===== src/rv_pkg.sv =====
package rv_pkg;

    localparam int IADDR_BITS   = 16;
    localparam logic [IADDR_BITS-1:0] RESET_ADDR = '0;
    localparam int XLEN         = 32;
    localparam int REG_IDX_BITS = 5;

    localparam logic [6:0] OPC_OP     = 7'b0110011;
    localparam logic [6:0] OPC_OP_IMM = 7'b0010011;
    localparam logic [6:0] OPC_LUI    = 7'b0110111;
    localparam logic [6:0] OPC_BRANCH = 7'b1100011;

    // alu funct3 shared by reg-reg and immediate forms
    localparam logic [2:0] F3_ADD_SUB = 3'b000;
    localparam logic [2:0] F3_SLL     = 3'b001;
    localparam logic [2:0] F3_SLT     = 3'b010;
    localparam logic [2:0] F3_SLTU    = 3'b011;
    localparam logic [2:0] F3_XOR     = 3'b100;
    localparam logic [2:0] F3_SRL_SRA = 3'b101;
    localparam logic [2:0] F3_OR      = 3'b110;
    localparam logic [2:0] F3_AND     = 3'b111;

    localparam logic [2:0] F3_BEQ = 3'b000;
    localparam logic [2:0] F3_BNE = 3'b001;
    localparam logic [2:0] F3_BLT = 3'b100;
    localparam logic [2:0] F3_BGE = 3'b101;

    typedef enum logic [3:0] {
        ALU_ADD,
        ALU_SUB,
        ALU_AND,
        ALU_OR,
        ALU_XOR,
        ALU_SLL,
        ALU_SRL,
        ALU_SRA,
        ALU_SLT,
        ALU_SLTU,
        ALU_PASS_B
    } alu_op_t;

    typedef union packed {
        struct packed {
            logic [6:0] funct7;
            logic [4:0] rs2;
            logic [4:0] rs1;
            logic [2:0] funct3;
            logic [4:0] rd;
            logic [6:0] opcode;
        } r;
        struct packed {
            logic [11:0] imm;
            logic [4:0]  rs1;
            logic [2:0]  funct3;
            logic [4:0]  rd;
            logic [6:0]  opcode;
        } i;
        struct packed {
            logic       imm_12;
            logic [5:0] imm_10_5;
            logic [4:0] rs2;
            logic [4:0] rs1;
            logic [2:0] funct3;
            logic [3:0] imm_4_1;
            logic       imm_11;
            logic [6:0] opcode;
        } b;
    } instr_u;

endpackage


===== src/rv_stage_if.sv =====
interface rv_stage_if;

    logic                              valid;
    logic [rv_pkg::IADDR_BITS-1:0]     pc;
    logic [rv_pkg::REG_IDX_BITS-1:0]   rs1;
    logic [rv_pkg::REG_IDX_BITS-1:0]   rs2;
    logic [rv_pkg::REG_IDX_BITS-1:0]   rd;
    logic [rv_pkg::XLEN-1:0]           imm;
    rv_pkg::alu_op_t                   alu_op;
    logic                              use_imm;
    logic                              reg_write;
    logic                              is_branch;
    // branch condition
    logic [2:0]                        funct3;

    modport dec (output valid, pc, rs1, rs2, rd, imm, alu_op, use_imm, reg_write,
                 is_branch, funct3);
    modport exe (input valid, pc, rs1, rs2, rd, imm, alu_op, use_imm, reg_write,
                 is_branch, funct3);

endinterface


===== src/rv_core.sv =====
module rv_core (
    input  wire                                 i_clk,
    input  wire                                 i_rst_n,
    // instruction interface
    output logic                                o_instr_req,
    output logic [rv_pkg::IADDR_BITS-1:0]       o_instr_addr,
    input  wire                                 i_instr_ack,
    input  wire [31:0]                          i_instr_data,
    // retirement trace
    output logic                                o_wb_valid,
    output logic [rv_pkg::REG_IDX_BITS-1:0]     o_wb_rd,
    output logic [rv_pkg::XLEN-1:0]             o_wb_data
);

    logic                               fetch_valid;
    logic [31:0]                        fetch_instr;
    logic [rv_pkg::IADDR_BITS-1:0]      fetch_pc;
    logic                               pc_select;
    logic [rv_pkg::IADDR_BITS-1:0]      pc_target;
    logic [rv_pkg::REG_IDX_BITS-1:0]    raddr1;
    logic [rv_pkg::REG_IDX_BITS-1:0]    raddr2;
    logic [rv_pkg::XLEN-1:0]            rdata1;
    logic [rv_pkg::XLEN-1:0]            rdata2;

    rv_stage_if u_stage ();

    rv_fetch u_fetch (
        .i_clk          (i_clk),
        .i_rst_n        (i_rst_n),
        .i_instr_ack    (i_instr_ack),
        .i_instr_data   (i_instr_data),
        .i_pc_select    (pc_select),
        .i_pc_target    (pc_target),
        .o_instr_req    (o_instr_req),
        .o_instr_addr   (o_instr_addr),
        .o_valid        (fetch_valid),
        .o_instr        (fetch_instr),
        .o_pc           (fetch_pc)
    );

    rv_decode u_decode (
        .i_clk          (i_clk),
        .i_rst_n        (i_rst_n),
        .i_valid        (fetch_valid),
        .i_instr        (fetch_instr),
        .i_pc           (fetch_pc),
        .i_pc_select    (pc_select),
        .stage          (u_stage.dec)
    );

    rv_exec u_exec (
        .i_clk          (i_clk),
        .i_rst_n        (i_rst_n),
        .stage          (u_stage.exe),
        .i_rdata1       (rdata1),
        .i_rdata2       (rdata2),
        .o_raddr1       (raddr1),
        .o_raddr2       (raddr2),
        .o_pc_select    (pc_select),
        .o_pc_target    (pc_target),
        .o_wb_valid     (o_wb_valid),
        .o_wb_rd        (o_wb_rd),
        .o_wb_data      (o_wb_data)
    );

    // write port is fed straight from the write-back register
    rv_regs u_regs (
        .i_clk          (i_clk),
        .i_rst_n        (i_rst_n),
        .i_raddr1       (raddr1),
        .i_raddr2       (raddr2),
        .o_rdata1       (rdata1),
        .o_rdata2       (rdata2),
        .i_we           (o_wb_valid),
        .i_waddr        (o_wb_rd),
        .i_wdata        (o_wb_data)
    );

endmodule


===== src/rv_decode.sv =====
module rv_decode (
    input  wire                             i_clk,
    input  wire                             i_rst_n,
    input  wire                             i_valid,
    input  wire [31:0]                      i_instr,
    input  wire [rv_pkg::IADDR_BITS-1:0]    i_pc,
    input  wire                             i_pc_select,
    rv_stage_if.dec                         stage
);

    rv_pkg::instr_u             w;
    rv_pkg::alu_op_t            alu_op;
    logic [rv_pkg::XLEN-1:0]    imm;
    logic                       use_imm;
    logic                       reg_write;
    logic                       is_branch;

    function automatic rv_pkg::alu_op_t alu_sel(input logic [2:0] f3, input logic alt);
        case (f3)
            rv_pkg::F3_ADD_SUB: return alt ? rv_pkg::ALU_SUB : rv_pkg::ALU_ADD;
            rv_pkg::F3_SLL:     return rv_pkg::ALU_SLL;
            rv_pkg::F3_SLT:     return rv_pkg::ALU_SLT;
            rv_pkg::F3_SLTU:    return rv_pkg::ALU_SLTU;
            rv_pkg::F3_XOR:     return rv_pkg::ALU_XOR;
            rv_pkg::F3_SRL_SRA: return alt ? rv_pkg::ALU_SRA : rv_pkg::ALU_SRL;
            rv_pkg::F3_OR:      return rv_pkg::ALU_OR;
            default:            return rv_pkg::ALU_AND;
        endcase
    endfunction

    assign w = i_instr;

    always_comb begin
        alu_op    = rv_pkg::ALU_ADD;
        imm       = '0;
        use_imm   = 1'b0;
        reg_write = 1'b0;
        is_branch = 1'b0;
        case (w.r.opcode)
            rv_pkg::OPC_OP: begin
                reg_write = 1'b1;
                alu_op    = alu_sel(w.r.funct3, w.r.funct7[5]);
            end
            rv_pkg::OPC_OP_IMM: begin
                reg_write = 1'b1;
                use_imm   = 1'b1;
                imm       = {{20{w.i.imm[11]}}, w.i.imm};
                // addi has no sub form so only the right shift looks at bit 30
                alu_op    = alu_sel(w.i.funct3,
                                    (w.i.funct3 == rv_pkg::F3_SRL_SRA) & w.i.imm[10]);
            end
            rv_pkg::OPC_LUI: begin
                reg_write = 1'b1;
                use_imm   = 1'b1;
                alu_op    = rv_pkg::ALU_PASS_B;
                imm       = {w.r.funct7, w.r.rs2, w.r.rs1, w.r.funct3, 12'b0};
            end
            rv_pkg::OPC_BRANCH: begin
                is_branch = 1'b1;
                imm       = {{19{w.b.imm_12}}, w.b.imm_12, w.b.imm_11, w.b.imm_10_5,
                             w.b.imm_4_1, 1'b0};
            end
            default: ;
        endcase
        // x0 destination retires nothing
        if (w.i.rd == '0)
            reg_write = 1'b0;
    end

    always_ff @(posedge i_clk or negedge i_rst_n) begin
        if (!i_rst_n)
            stage.valid <= 1'b0;
        else
            stage.valid <= i_valid & ~i_pc_select;
    end

    always_ff @(posedge i_clk) begin
        stage.pc        <= i_pc;
        stage.rs1       <= w.b.rs1;
        stage.rs2       <= w.b.rs2;
        stage.rd        <= w.i.rd;
        stage.imm       <= imm;
        stage.alu_op    <= alu_op;
        stage.use_imm   <= use_imm;
        stage.reg_write <= reg_write;
        stage.is_branch <= is_branch;
        stage.funct3    <= w.b.funct3;
    end

endmodule


===== src/rv_exec.sv =====
module rv_exec (
    input  wire                                 i_clk,
    input  wire                                 i_rst_n,
    rv_stage_if.exe                             stage,
    input  wire [rv_pkg::XLEN-1:0]              i_rdata1,
    input  wire [rv_pkg::XLEN-1:0]              i_rdata2,
    output logic [rv_pkg::REG_IDX_BITS-1:0]     o_raddr1,
    output logic [rv_pkg::REG_IDX_BITS-1:0]     o_raddr2,
    output logic                                o_pc_select,
    output logic [rv_pkg::IADDR_BITS-1:0]       o_pc_target,
    output logic                                o_wb_valid,
    output logic [rv_pkg::REG_IDX_BITS-1:0]     o_wb_rd,
    output logic [rv_pkg::XLEN-1:0]             o_wb_data
);

    logic [rv_pkg::XLEN-1:0] op_a;
    logic [rv_pkg::XLEN-1:0] src_b;
    logic [rv_pkg::XLEN-1:0] op_b;
    logic [rv_pkg::XLEN-1:0] result;
    logic [4:0]              shamt;
    logic                    cond;

    assign o_raddr1 = stage.rs1;
    assign o_raddr2 = stage.rs2;

    // wb_valid is never set for x0, so a match is always a real register
    assign op_a  = (o_wb_valid && o_wb_rd == stage.rs1) ? o_wb_data : i_rdata1;
    assign src_b = (o_wb_valid && o_wb_rd == stage.rs2) ? o_wb_data : i_rdata2;
    assign op_b  = stage.use_imm ? stage.imm : src_b;
    assign shamt = op_b[4:0];

    always_comb begin
        result = '0;
        case (stage.alu_op)
            rv_pkg::ALU_ADD:    result = op_a + op_b;
            rv_pkg::ALU_SUB:    result = op_a - op_b;
            rv_pkg::ALU_AND:    result = op_a & op_b;
            rv_pkg::ALU_OR:     result = op_a | op_b;
            rv_pkg::ALU_XOR:    result = op_a ^ op_b;
            rv_pkg::ALU_SLL:    result = op_a << shamt;
            rv_pkg::ALU_SRL:    result = op_a >> shamt;
            rv_pkg::ALU_SRA:    result = $unsigned($signed(op_a) >>> shamt);
            rv_pkg::ALU_SLT:    result[0] = $signed(op_a) < $signed(op_b);
            rv_pkg::ALU_SLTU:   result[0] = op_a < op_b;
            rv_pkg::ALU_PASS_B: result = op_b;
            default:            result = '0;
        endcase
    end

    always_comb begin
        case (stage.funct3)
            rv_pkg::F3_BEQ: cond = op_a == src_b;
            rv_pkg::F3_BNE: cond = op_a != src_b;
            rv_pkg::F3_BLT: cond = $signed(op_a) < $signed(src_b);
            rv_pkg::F3_BGE: cond = $signed(op_a) >= $signed(src_b);
            default:        cond = 1'b0;
        endcase
    end

    assign o_pc_select = stage.valid & stage.is_branch & cond;
    assign o_pc_target = stage.pc + stage.imm[rv_pkg::IADDR_BITS-1:0];

    always_ff @(posedge i_clk or negedge i_rst_n) begin
        if (!i_rst_n)
            o_wb_valid <= 1'b0;
        else
            o_wb_valid <= stage.valid & stage.reg_write;
    end

    always_ff @(posedge i_clk) begin
        if (stage.valid & stage.reg_write) begin
            o_wb_rd   <= stage.rd;
            o_wb_data <= result;
        end
    end

endmodule


===== src/rv_fetch.sv =====
module rv_fetch (
    input  wire                             i_clk,
    input  wire                             i_rst_n,
    input  wire                             i_instr_ack,
    input  wire [31:0]                      i_instr_data,
    input  wire                             i_pc_select,
    input  wire [rv_pkg::IADDR_BITS-1:0]    i_pc_target,
    output logic                            o_instr_req,
    output logic [rv_pkg::IADDR_BITS-1:0]   o_instr_addr,
    output logic                            o_valid,
    output logic [31:0]                     o_instr,
    output logic [rv_pkg::IADDR_BITS-1:0]   o_pc
);

    logic [rv_pkg::IADDR_BITS-1:0] pc;
    logic                          req;
    logic                          take;

    assign take = req & i_instr_ack;

    always_ff @(posedge i_clk or negedge i_rst_n) begin
        if (!i_rst_n) begin
            pc      <= rv_pkg::RESET_ADDR;
            req     <= 1'b0;
            o_valid <= 1'b0;
        end else begin
            req <= 1'b1;
            // a redirect wins over the word acknowledged in the same cycle
            if (i_pc_select)
                pc <= i_pc_target;
            else if (take)
                pc <= pc + (rv_pkg::IADDR_BITS)'(4);
            o_valid <= take & ~i_pc_select;
        end
    end

    always_ff @(posedge i_clk) begin
        if (take) begin
            o_instr <= i_instr_data;
            o_pc    <= pc;
        end
    end

    assign o_instr_req  = req;
    assign o_instr_addr = pc;

endmodule


===== src/rv_regs.sv =====
module rv_regs (
    input  wire                                 i_clk,
    input  wire                                 i_rst_n,
    input  wire [rv_pkg::REG_IDX_BITS-1:0]      i_raddr1,
    input  wire [rv_pkg::REG_IDX_BITS-1:0]      i_raddr2,
    output logic [rv_pkg::XLEN-1:0]             o_rdata1,
    output logic [rv_pkg::XLEN-1:0]             o_rdata2,
    input  wire                                 i_we,
    input  wire [rv_pkg::REG_IDX_BITS-1:0]      i_waddr,
    input  wire [rv_pkg::XLEN-1:0]              i_wdata
);

    // x0 is not stored
    logic [rv_pkg::XLEN-1:0] regs [1:31];

    always_ff @(posedge i_clk or negedge i_rst_n) begin
        if (!i_rst_n) begin
            for (int i = 1; i < 32; i++)
                regs[i] <= '0;
        end else if (i_we && i_waddr != '0) begin
            regs[i_waddr] <= i_wdata;
        end
    end

    assign o_rdata1 = (i_raddr1 == '0) ? '0 : regs[i_raddr1];
    assign o_rdata2 = (i_raddr2 == '0) ? '0 : regs[i_raddr2];

endmodule


===== config.mk =====
export PLATFORM = sky130hd
export DESIGN_NAME = rv_core
export DESIGN_NICKNAME = d
export VERILOG_FILES = /design/src/rv_pkg.sv /design/src/rv_stage_if.sv /design/src/rv_core.sv /design/src/rv_decode.sv /design/src/rv_exec.sv /design/src/rv_fetch.sv /design/src/rv_regs.sv
export SDC_FILE = /design/constraint.sdc
export NUM_CORES = 2
export LEC_CHECK = 0
export ABC_AREA = 1
export BUFFER_PORTS_ARGS = -buffer_cell sky130_fd_sc_hd__buf_2
export CORE_ASPECT_RATIO = 1.1
export CORE_MARGIN = 5
export CORE_UTILIZATION = 45
export CTS_BUF_LIST = sky130_fd_sc_hd__clkbuf_2
export DETAILED_ROUTE_END_ITERATION = 8
export GPL_ROUTABILITY_DRIVEN = 0
export HOLD_SLACK_MARGIN = 0.15
export PLACE_DENSITY = 0.6
export SLEW_MARGIN = 0
export SYNTH_ARGS = -nofsm -noshare
export SYNTH_HDL_FRONTEND = slang
export SYNTH_SLANG_ARGS = --single-unit

===== constraint.sdc =====
create_clock -name i_clk -period 12.71 [get_ports i_clk]
set_clock_uncertainty 0.05 [all_clocks]
set_input_delay 0.6355 -clock i_clk [delete_from_list [all_inputs] [get_ports i_clk]]
set_output_delay 0.6355 -clock i_clk [all_outputs]
set_load 0.01 [all_outputs]

==> results.json <==
{
  "drt_iter0_drc": 11080,
  "drive_gt1_frac": 0.08792,
  "grt_pass1_wl_mm": 459.9,
  "startpoint_type": "flop",
  "yosysUniqueCellTypes": 63,
  "synth-edff-count": 85,
  "firstDrtPassIters": 9,
  "rr_worst_depth": 26,
  "fin_crit_ns": 8.703,
  "grt-busiest-layer": "met2",
  "ios": 90,
  "overflow": 0,
  "nNetsFinal": 10150,
  "p_switching_mw": 2.697,
  "grt_usage": 0.3662,
  "hold_path_class": "flop to flop",
  "core_area_um2": 157700,
  "critPathRequiredTime_ns": 14.29,
  "cts_htree_levels": 5,
  "grtUsageMet2": 0.5440,
  "first_global_vias": 70500,
  "cts_buffers": 329,
  "syn2layout_area_growth_pct": 6.704,
  "worst_pin_slew_ns": 1.368,
  "intPower_mw": 5.173,
  "rsz0062_at_grt": "no",
  "cts_sinks": 1170,
  "cts_max_path_buffers": 4,
  "totalWireLength_mm": 314.7,
  "async_flop_share": 0.8650,
  "remaining_drc_errors": 0,
  "finalSetupViolations": 0,
  "rrSetupSlack_ns": 4.01,
  "synth_area_um2": 71220,
  "fin_crit_sh": 0.6847,
  "ir_drop_v": 0.00009839,
  "clk_pin_slew_ns": 0.11,
  "cts_tree": "done",
  "crit_path_max_fanout": 36,
  "cp-startpoint": "u_decode.stage.rs1[4]",
  "fmaxAchievable_mhz": 114.9,
  "clk_latency_ns": 1.93,
  "synthCells": 10050,
  "num_rows": 153,
  "via_per_inst": 6.148,
  "status": "complete, no violations",
  "worstHoldPathCells": 0,
  "finalHoldViolCount": 0,
  "die_w_um": 389.3,
  "syn_nets": 10240,
  "setup_tns_ns": 0,
  "p_seq_frac": 0.488,
  "grt_util_met1": 0.4773,
  "p_sw_frac": 0.3427,
  "ys.flop_type": "dfrtp_1",
  "wire_per_inst_um": 25.62,
  "antenna_found_initial": 16,
  "vias": 75530,
  "root_buffer": "clkbuf_2",
  "fin_total_pwr_mw": 7.870,
  "cts-resized-gates": 0,
  "synth_seq_cells": 1170,
  "gr-usage-met3": 0.1002,
  "power_frac_comb": 0.164,
  "r2r-start": "u_decode.stage.rs1[4]",
  "power_density_nw_per_um2": 103.6,
  "grt_max_degree": 160,
  "avgSynthCellArea_um2": 7.085,
  "die-area_um2": 166300,
  "r2r_end": "u_fetch.o_instr_addr[6]",
  "relSlewSlack": 0.08807,
  "crit_path_end": "u_fetch.o_instr_addr[6]",
  "maxSlewViolCount": 0,
  "path_class": "flop to flop",
  "cp-end-kind": "flop",
  "synth.yosys.seq_area_share": 0.4120,
  "cap_violations": 0,
  "power_frac_clock": 0.348,
  "die_y_um": 427.2,
  "initial_core_util": 0.4515,
  "place_hpwl_mm": 181.2,
  "port_buffers": 89,
  "drtAntennaViolNets": 0,
  "cp.arrival_ns": 10.29,
  "cellLeakagePower_nw": 34.67,
  "yosys_warnings": 0
}
-- area by class of cell --
class | count | area [µm²]
Multi-Input combinational cell | 7326 | 35600
Timing Repair Buffer | 340 | 2640
Fill cell | 16120 | 81750
Clock buffer | 488 | 2442
Antenna cell | 13 | 32.53
Clock inverter | 59 | 261.5
Tap cell | 2092 | 2618
Sequential cell | 1170 | 29370
Inverter | 797 | 3023
-- worst min path at each step --
stage	start	end
after floorplan	u_fetch.o_pc[0]	u_decode.stage.pc[0]
after global placement	u_fetch.o_pc[10]	u_decode.stage.pc[10]
after detailed placement	u_fetch.o_pc[11]	u_decode.stage.pc[11]
after CTS	i_instr_data[3]	u_fetch.o_instr[3]
after global routing	u_fetch.o_pc[0]	u_decode.stage.pc[0]
final	u_fetch.o_instr[19]	u_decode.stage.rs1[4]
-- power groups by stage --
stage | clock, mW | combinational, mW | sequential, mW
after floorplan | 0 | 0.782 | 3.90
after global placement | 0 | 1.20 | 3.91
after detailed placement | 0 | 1.21 | 3.91
after CTS | 2.78 | 1.24 | 3.84
after global routing | 2.99 | 1.38 | 3.85
final | 2.74 | 1.29 | 3.84
-- flip-flops by register name (all words and copies together) (netlist names), 3 cells and up --
signal and flops:
u_decode.stage.rs2 5, u_exec.o_wb_rd 5, u_exec.o_wb_data 32, u_decode.stage.imm 32, u_decode.stage.rs1 5, u_decode.stage.funct3 3
u_decode.stage.pc 16, u_fetch.o_instr 32, u_decode.stage.rd 5, u_fetch.o_instr_addr 16, u_regs.regs 992, u_fetch.o_pc 16
u_decode.stage.alu_op 4
-- cells by family (layout without fill, tap and decap cells) --
logic type,after synthesis,after routing,share of synthesized area
AO/OA/AOI/OAI,2797,2797,0.2124
XOR/XNOR,27,27,0.003320
adder cells (fa/ha/maj),148,148,0.02632
buffers and inverters,1556,1684,0.09248
flip-flops,1170,1170,0.4120
other,1,14,0.00005266
AND/OR/NAND/NOR,4353,4353,0.2535
-- metrics by stage --
step / instance area, µm² / worst slack [ns] / std cells / util / hold slack [ns]
floorplan: 71220 / 8.388 / 10050 / - / 0.2733
global placement: 72210 / 4.592 / 11620 / 0.4578 / 0.2736
detailed placement: 72210 / 4.544 / 11620 / 0.4578 / 0.2769
CTS: 75960 / 4.287 / 12270 / 0.4815 / 0.2090
global route: 75980 / 3.811 / 12280 / 0.4817 / 0.2983
finish: 75990 / 4.007 / 12290 / 0.4817 / 0.2610
-- cells in the mapped netlist, types with 8 or more instances --
cell type | instances | area, µm²
nand2_1 | 2763 | 10370
o21ai_0 | 1635 | 8183
dfrtp_1 | 1012 | 25320
nand3_1 | 958 | 4795
inv_1 | 759 | 2849
a21oi_1 | 667 | 3338
nor2_1 | 436 | 1637
clkbuf_1 | 388 | 1456
o211ai_1 | 268 | 2012
buf_2 | 253 | 1266
ha_1 | 145 | 1814
edfxtp_1 | 85 | 2552
dfxtp_1 | 73 | 1461
nand4_1 | 60 | 375.4
buf_4 | 56 | 420.4
a31oi_1 | 53 | 331.6
o21ai_1 | 37 | 185.2
buf_1 | 32 | 120.1
o22ai_1 | 31 | 193.9
or2_2 | 31 | 193.9
buf_6 | 29 | 326.6
nor3_1 | 29 | 145.1
o2111ai_1 | 24 | 210.2
inv_2 | 22 | 82.58
xor2_1 | 22 | 192.7
nand2_2 | 19 | 118.9
nand3b_1 | 19 | 142.6
clkinv_1 | 16 | 60.06
nor4_1 | 11 | 68.82
a21boi_0 | 10 | 75.07
o221ai_1 | 10 | 87.58
a221oi_1 | 9 | 78.83
o21ai_2 | 9 | 78.83
o21bai_1 | 9 | 67.56
a21o_1 | 8 | 60.06
-- layer usage --
metal  routed length [µm]  part of all wire
met5                   52           0.00017
met4                21950             0.070
met3                40880              0.13
met2               131700              0.42
met1               120100              0.38
-- what timing repair did --
item	4_1_cts	5_1_grt
setup buffers	0	0
endpoints found under the hold margin	727	0
hold buffers	103	0
-- cells in the final DEF (no fill, tap or decap), types with 12 or more instances in the layout --
cell and instances:
a21oi_1 667, a31oi_1 53, buf_2 88, buf_4 146, clkbuf_2 488, clkinv_1 57, clkinv_2 12, dfrtp_1 1012
dfxtp_1 63, diode_2 13, dlygate4sd3_1 102, edfxtp_1 85, ha_1 145, inv_1 755, inv_2 25, nand2_1 2737
nand2_2 19, nand2_4 28, nand3_1 956, nand3b_1 19, nand4_1 60, nor2_1 428, nor2_4 12, nor3_1 26
o2111ai_1 24, o211ai_1 268, o21ai_0 1635, o21ai_1 37, o22ai_1 31, or2_2 31, xor2_1 22
-- critical path: stages (launching register included) --
cell,delay [ns]
dfxtp_2,0.32
buf_4,0.41
inv_2,0.12
buf_4,0.81
o21ai_0,0.16
nor2_1,0.18
nand3_2,0.08
buf_4,0.39
inv_2,1.11
nand2_1,0.10
nand2_1,0.40
inv_2,0.20
ha_1,0.53
nand2_1,0.13
inv_1,0.07
nand3_1,0.09
nor3_1,0.32
and3_1,0.36
o31ai_1,0.14
nand3b_1,0.14
nand3_1,0.09
nand2_1,0.06
nand3b_1,0.29
nand2_1,0.89
clkinv_1,0.52
nand2_1,0.17
nand3_1,0.09
Note: power is estimated with default switching activity, not from simulation.
